==> config.mk <==
export PLATFORM = sky130hd
export DESIGN_NAME = pixel_capture
export DESIGN_NICKNAME = d
export VERILOG_FILES = /design/src/common/img_frame_pkg.sv /design/src/common/img_buf_pkg.sv /design/src/capture/fletcher_checksum.sv /design/src/capture/pixel_capture.sv
export VERILOG_INCLUDE_DIRS = /design/src /design/src/common
export SDC_FILE = /design/constraint.sdc
export NUM_CORES = 1
export LEC_CHECK = 0
export BUFFER_PORTS_ARGS = -buffer_cell sky130_fd_sc_hd__buf_2
export CAP_MARGIN = 20
export CORE_MARGIN = 1.5
export CORE_UTILIZATION = 35
export DETAILED_ROUTE_END_ITERATION = 7
export HOLD_SLACK_MARGIN = 0.15
export SETUP_SLACK_MARGIN = 0.05
export SLEW_MARGIN = 10
export SYNTH_ARGS = -nofsm -noshare
export SYNTH_HDL_FRONTEND = slang
export SYNTH_HIERARCHICAL = 1
export SYNTH_SLANG_ARGS = --single-unit
==> constraint.sdc <==
create_clock -name clk -period 11.2 [get_ports clk]
set_input_delay 1.12 -clock clk [delete_from_list [all_inputs] [get_ports clk]]
set_output_delay 1.12 -clock clk [all_outputs]
set_load 0.005 [all_outputs]
==> src/common/img_params.svh <==
`ifndef IMG_PARAMS_SVH
`define IMG_PARAMS_SVH

// ==============================
// Pixel and word widths
// ==============================
`define IMG_PIXEL_BITS 12
`define IMG_WORD_BITS 16

// Words of command header stored ahead of the pixels
`define IMG_HEADER_WORDS 8

// ==============================
// Frame buffer geometry
// ==============================
`define IMG_BLOCK_WORDS 1024
`define IMG_BLOCKS 2

// ==============================
// Highlight and shadow statistics
// ==============================
`define IMG_STAT_BITS 18
// Tile edge is 2**IMG_STAT_TILE_BITS pixels
`define IMG_STAT_TILE_BITS 2
// Top pixel bits tested for a tone
`define IMG_TONE_BITS 7

`endif

==> src/common/img_frame_pkg.sv <==
`include "img_params.svh"

package img_frame_pkg;

    // One sensor pixel
    typedef logic [`IMG_PIXEL_BITS-1:0] pixel_t;

    // One word of the stored frame
    typedef logic [`IMG_WORD_BITS-1:0] word_t;

    // Header, most significant word is stored first
    typedef logic [`IMG_HEADER_WORDS*`IMG_WORD_BITS-1:0] header_t;

    // Fletcher result as {high sum, low sum}
    typedef logic [2*`IMG_WORD_BITS-1:0] checksum_t;

    // Highlight or shadow count
    typedef logic [`IMG_STAT_BITS-1:0] stat_count_t;

endpackage

==> src/common/img_buf_pkg.sv <==
`include "img_params.svh"

package img_buf_pkg;

    // Which block of the frame buffer
    typedef logic [$clog2(`IMG_BLOCKS)-1:0] block_t;

    // Word address inside one block
    typedef logic [$clog2(`IMG_BLOCK_WORDS)-1:0] buf_addr_t;

    // Words in one capture, one bit wider so a full block fits
    typedef logic [$clog2(`IMG_BLOCK_WORDS):0] word_count_t;

endpackage

==> src/capture/fletcher_checksum.sv <==
`timescale 1ns/1ps
`include "img_params.svh"

module fletcher_checksum (
    input  logic                      clk,
    input  logic                      arst_n,
    input  logic                      clear,
    input  logic                      en,
    input  img_frame_pkg::word_t      din,
    output img_frame_pkg::checksum_t  sum
);
    import img_frame_pkg::*;

    // Both halves run modulo 2**16 - 1
    localparam logic [`IMG_WORD_BITS:0] modulus = {1'b0, {`IMG_WORD_BITS{1'b1}}};

    word_t low_q;
    word_t high_q;
    word_t low_next;
    word_t high_next;

    function automatic word_t add_mod(input word_t a, input word_t b);
        logic [`IMG_WORD_BITS:0] total;
        total = {1'b0, a} + {1'b0, b};
        // One subtraction is enough, both operands stay below twice the modulus
        if (total >= modulus) begin
            total = total - modulus;
        end
        return total[`IMG_WORD_BITS-1:0];
    endfunction

    assign low_next  = add_mod(low_q, din);
    assign high_next = add_mod(high_q, low_next);

    always_ff @(posedge clk or negedge arst_n) begin
        if (!arst_n) begin
            low_q  <= '0;
            high_q <= '0;
        end else if (clear) begin
            low_q  <= '0;
            high_q <= '0;
        end else if (en) begin
            low_q  <= low_next;
            high_q <= high_next;
        end
    end

    assign sum = {high_q, low_q};

endmodule

==> src/capture/pixel_capture.sv <==
`timescale 1ns/1ps
`include "img_params.svh"

module pixel_capture (
    input  logic                         clk,
    input  logic                         arst_n,
    input  logic                         start,
    input  img_frame_pkg::header_t       header,
    input  img_frame_pkg::pixel_t        img_d,
    input  logic                         img_fv,
    input  logic                         img_lv,
    output logic                         wr_en,
    output img_frame_pkg::word_t         wr_data,
    output logic                         done,
    output img_buf_pkg::word_count_t     word_count,
    output img_frame_pkg::stat_count_t   highlight_count,
    output img_frame_pkg::stat_count_t   shadow_count
);
    import img_frame_pkg::*;

    localparam int step_bits = $clog2(`IMG_HEADER_WORDS);
    localparam logic [step_bits-1:0] last_header = step_bits'(`IMG_HEADER_WORDS - 1);
    // Checksum phase: high word, low word, then done
    localparam logic [step_bits-1:0] checksum_end = step_bits'(2);

    typedef enum logic [2:0] {
        s_idle,
        s_clear,
        s_header,
        s_wait_frame,
        s_frame,
        s_checksum
    } state_t;

    state_t                           state;
    logic [step_bits-1:0]             step;
    header_t                          hdr_q;
    pixel_t                           img_d_q;
    logic                             fv_q;
    logic                             lv_q;
    logic                             fv_prev;
    logic                             lv_prev;
    logic [`IMG_STAT_TILE_BITS-1:0]   col;
    logic [`IMG_STAT_TILE_BITS-1:0]   row;
    logic                             stat_hit;
    pixel_t                           stat_px;
    logic [`IMG_TONE_BITS-1:0]        stat_tone;
    checksum_t                        ck_sum;

    // ==============================
    // Sensor inputs and tile position
    // ==============================
    always_ff @(posedge clk or negedge arst_n) begin
        if (!arst_n) begin
            fv_q     <= 1'b0;
            lv_q     <= 1'b0;
            fv_prev  <= 1'b0;
            lv_prev  <= 1'b0;
            col      <= '0;
            row      <= '0;
            stat_hit <= 1'b0;
        end else begin
            fv_q    <= img_fv;
            lv_q    <= img_lv;
            fv_prev <= fv_q;
            lv_prev <= lv_q;
            // col is the column of the pixel now in img_d_q
            if (!lv_q) begin
                col <= '0;
            end else begin
                col <= col + 1'b1;
            end
            // Next row once a line ends
            if (!fv_q) begin
                row <= '0;
            end else if (lv_prev && !lv_q) begin
                row <= row + 1'b1;
            end
            // Only the tile origin is sampled
            stat_hit <= (state == s_frame) && lv_q && (col == '0) && (row == '0);
        end
    end

    assign stat_tone = stat_px[`IMG_PIXEL_BITS-1 -: `IMG_TONE_BITS];

    // ==============================
    // Capture FSM
    // ==============================
    always_ff @(posedge clk or negedge arst_n) begin
        if (!arst_n) begin
            state           <= s_idle;
            step            <= '0;
            wr_en           <= 1'b0;
            done            <= 1'b0;
            word_count      <= '0;
            highlight_count <= '0;
            shadow_count    <= '0;
        end else begin
            wr_en <= 1'b0;
            done  <= 1'b0;

            if (wr_en) begin
                word_count <= word_count + 1'b1;
            end

            if (stat_hit) begin
                if (&stat_tone) begin
                    highlight_count <= highlight_count + 1'b1;
                end
                if (~|stat_tone) begin
                    shadow_count <= shadow_count + 1'b1;
                end
            end

            case (state)
                s_idle: begin
                    if (start) begin
                        state <= s_clear;
                    end
                end
                // First header word leaves here
                s_clear: begin
                    word_count      <= '0;
                    highlight_count <= '0;
                    shadow_count    <= '0;
                    wr_en           <= 1'b1;
                    step            <= step_bits'(1);
                    state           <= s_header;
                end
                s_header: begin
                    wr_en <= 1'b1;
                    step  <= step + 1'b1;
                    if (step == last_header) begin
                        state <= s_wait_frame;
                    end
                end
                s_wait_frame: begin
                    if (fv_q && !fv_prev) begin
                        state <= s_frame;
                    end
                end
                s_frame: begin
                    wr_en <= lv_q;
                    if (!fv_q) begin
                        step  <= '0;
                        state <= s_checksum;
                    end
                end
                s_checksum: begin
                    step <= step + 1'b1;
                    if (step == checksum_end) begin
                        done  <= 1'b1;
                        state <= s_idle;
                    end else begin
                        wr_en <= 1'b1;
                    end
                end
                default: begin
                    state <= s_idle;
                end
            endcase
        end
    end

    // Data path of the written words
    always_ff @(posedge clk) begin
        img_d_q <= img_d;
        stat_px <= img_d_q;
        case (state)
            s_idle: begin
                if (start) begin
                    hdr_q <= header;
                end
            end
            s_clear, s_header: begin
                wr_data <= hdr_q[$bits(header_t)-1 -: `IMG_WORD_BITS];
                hdr_q   <= hdr_q << `IMG_WORD_BITS;
            end
            s_frame: begin
                wr_data <= word_t'(img_d_q);
            end
            s_checksum: begin
                if (step == '0) begin
                    wr_data <= ck_sum[2*`IMG_WORD_BITS-1 -: `IMG_WORD_BITS];
                end else begin
                    wr_data <= ck_sum[`IMG_WORD_BITS-1:0];
                end
            end
            default: begin
            end
        endcase
    end

    // Checksum covers header and pixels and is frozen while its own words go out
    fletcher_checksum u_checksum (
        .clk    (clk),
        .arst_n (arst_n),
        .clear  (state == s_clear),
        .en     (wr_en && (state != s_checksum)),
        .din    (wr_data),
        .sum    (ck_sum)
    );

endmodule

==> results.sh <==
export IMPL_status="finished, final reports clean"
export IMPL_synth_xor_area_share_pct=3.89
export IMPL_wirelength_mm=36.9
export IMPL_holdPathEnd="stat_px[5]"
export IMPL_period_share_pct=63.1
export IMPL_numCtsBuffers=30
export IMPL_io_pins=210
export IMPL_synth_compound_gate_area_share_pct=12.5
export IMPL_core_area_um2=39000
export IMPL_fin_crit_ps=7070
export IMPL_clk_pin_slew_ps=60
export IMPL_crit_arrival_ps=7530
export IMPL_reg2reg_slack_ps=4130
export IMPL_clock_tree_buffer_depth=3
export IMPL_grt_max_degree=82
export IMPL_synthesis_area_um2=14000
export IMPL_path_class="flip-flop to flip-flop"
export IMPL_finClkSkew_ps=11.9
export IMPL_critical_path_slowest_cell="or4b_2"
export IMPL_io_buffers=209
export IMPL_hold_slack_ps=361
export IMPL_fin_tns_setup_ps=0
export IMPL_ys_warn_count=6
export IMPL_cts_root_buffer="clkbuf_16"
export IMPL_ys_types=84
export IMPL_layout_commonest_cell="buf_2"
export IMPL_place_area_um2=15500
export IMPL_cts_tree="done"
export IMPL_area_growth_pct=18.5
export IMPL_slew_limit_headroom_pct=31.5
export IMPL_grt_pass1_vias=10153
export IMPL_synth_mux_area_share_pct=10.8
export IMPL_worst_slew_pin_slew_ps=1030
export IMPL_grtUsageTotal_pct=17.5
export IMPL_cts_resized=0
export IMPL_worstReg2RegStart="wr_data[0]"
export IMPL_clk_latency_ps=570
export IMPL_drv_slew=0
export IMPL_cap_violations=0
export IMPL_synth_fp_nets=1425
export IMPL_drive_above_1_share_pct=28.5
export IMPL_hp_start="img_d_q[5]"
export IMPL_ys_seq_area_share_pct=50.9
export IMPL_overflow=0
export IMPL_crit_required_ps=11660
export IMPL_max_stage_delay_ps=690
export IMPL_antenna_left=0
export IMPL_htreeDepth=1
export IMPL_end_kind="flip-flop"
export IMPL_finalInstanceArea_um2=16500
export IMPL_postSynthAreaPerCell_um2=11.3
export IMPL_row_count=72
export IMPL_cts_hold_buf=0
export IMPL_syn_inst=1231
export IMPL_ys_ff_latch=259
export IMPL_synthFlopType="edfxtp_1"
export IMPL_synth_edf_count=144
export IMPL_grt_pass1_wl_mm=57.0
export IMPL_synth_simple_area_share_pct=14.7
export IMPL_cts_sinks=259
export IMPL_die_x_um=203
export IMPL_async_flop_share_pct=37.1
export IMPL_crit_fanout=9
export IMPL_synth_top_family_by_area="simple AND/OR/NAND/NOR gates"
export IMPL_worst_r2r_endpoint="u_checksum/high_q[15]"
export IMPL_min_delay_path_depth=0
export IMPL_layout_common_cells="buf_2 (208), edfxtp_1 (144), mux2_2 (113), nor2_1 (96), dfrtp_1 (96)"
export IMPL_viasPerCell=5.38
export IMPL_place_gp_congestion=0.849
export IMPL_crit_family="compound AO/OA/AOI/OAI gates"
export IMPL_drc=0
export IMPL_synthAdderAreaFrac_pct=4.50
export IMPL_die_area_um2=41100
export IMPL_cp_start_kind="flip-flop"
export IMPL_rsz0062_at_grt="false"
export IMPL_path_buf_inv=2
export IMPL_hpwl_mm=26.6
export IMPL_wl_per_cell_um=18.8
export IMPL_fin_util_pct=42.4
export IMPL_setup_violations_final=0
export IMPL_postCtsSetupBuffers=0
export IMPL_fillCellCount=3717
export IMPL_grt_antenna_before_repair=9
export IMPL_crit_chain="ha_1 -> inv_1 -> fa_1 -> and2b_1 -> o21a_1 -> o21a_1 -> o31ai_1 -> xnor2_1 -> nand3_1 -> o31a_1 -> xnor2_1 -> ha_1 -> inv_1 -> fa_1 -> nand2b_2 -> a21boi_0 -> nor3_1 -> a211oi_4 -> nand3_4 -> or4b_2 -> nor4_1 -> mux2_2 -> a211oi_1"
export IMPL_nets=1615
export IMPL_vias=10570
export IMPL_dieHeight_um=203
export IMPL_ff2ff_path_depth=23
export IMPL_clock_fmax_mhz=142
export IMPL_hold_path_class="flip-flop to flip-flop"
export IMPL_hold_viol=0
export IMPL_initial_utilization_pct=35.8
export IMPL_firstDrtPassIters=5
export IMPL_drtIter0Drc=617
-- per-layer routing --
layer	GRT usage, %	vias up	part of all wire (%)
li1	-	5037	-
met1	23.6	5087	45
met2	27.0	361	44
met3	5.63	71	8.7
met4	4.68	14	2.7
met5	0	-	0.20
-- per-stage QoR --
stage	std cells	setup slack, ps
floorplan	1231	4200
global placement	1907	4570
CTS	1959	4200
finish	1963	4130
detailed placement	1907	4270
global route	1959	3710
-- cells in the mapped netlist (all sizes together), types with 11 or more instances --
cell,count,area (µm²)
ha,47,588
nand4,26,175
a21o,24,180
nor3,23,115
or4,14,105
mux2i,23,230
dfxtp,19,380
nor2,96,360
clkbuf,47,179
buf,14,77.6
inv,34,128
mux2,113,1270
xor2,24,210
nor2b,22,138
xnor2,38,333
nand2,73,277
or3,19,119
and2,11,71.3
a211oi,24,198
edfxtp,144,4320
a21oi,47,246
nor4,15,93.8
nand3,42,223
o21ai,47,235
dfrtp,96,2400
-- logic make-up (layout without fill, tap and decap cells) --
group | count (synthesis) | count (layout)
compound gates | 241 | 241
xor+xnor | 62 | 62
fa+ha+maj | 49 | 49
buf+inv | 95 | 305
flops | 259 | 259
mux | 136 | 136
other cells | 0 | 4
simple gates | 389 | 389
-- worst max-delay path by stage --
stage / start / slack [ps] / end / cells past startpoint
2_1_floorplan: state[0] / 4200 / hdr_q[0] / 5
3_3_place_gp: wr_data[0] / 4570 / u_checksum/high_q[15] / 23
3_5_place_dp: wr_data[0] / 4270 / u_checksum/high_q[15] / 23
4_1_cts: wr_data[0] / 4200 / u_checksum/high_q[15] / 23
5_1_grt: wr_data[0] / 3710 / u_checksum/high_q[6] / 23
6_report: wr_data[0] / 4130 / u_checksum/high_q[15] / 23
-- sequential cells by signal, summed over array words and instances, names as in the netlist --
name / flops
shadow_count: 18
wr_en: 1
word_count: 11
img_d_q: 12
step: 3
fv_prev: 1
fv_q: 1
stat_hit: 1
done: 1
col: 2
row: 2
wr_data: 16
u_checksum/low_q: 16
lv_q: 1
highlight_count: 18
stat_px: 7
state: 3
u_checksum/high_q: 16
lv_prev: 1
hdr_q: 128
-- worst register-to-register path: stages, from the launching register on --
cell	delay [ps]
edfxtp_1	390
ha_1	230
inv_1	80
fa_1	210
and2b_1	230
o21a_1	220
o21a_1	230
o31ai_1	430
xnor2_1	350
nand3_1	280
o31a_1	470
xnor2_1	270
ha_1	220
inv_1	60
fa_1	400
nand2b_2	220
a21boi_0	360
nor3_1	150
a211oi_4	290
nand3_4	150
or4b_2	690
nor4_1	430
mux2_2	390
a211oi_1	220
-- area by class of cell --
cell class | instances | area, µm² | share of cell area (%)
well taps | 518 | 648 | 3.92
inverters | 34 | 128 | 0.771
clock buffers | 38 | 863 | 5.22
multi-input cells | 877 | 6500 | 39.3
diodes | 4 | 10.0 | 0.0605
flip-flops and latches | 259 | 7110 | 42.9
repair buffers | 219 | 1120 | 6.79
clock inverters | 14 | 173 | 1.04
Power is left out: the tool's default activity adds up to more than one toggle a clock period on the data nets, which glitch-free logic cannot reach.
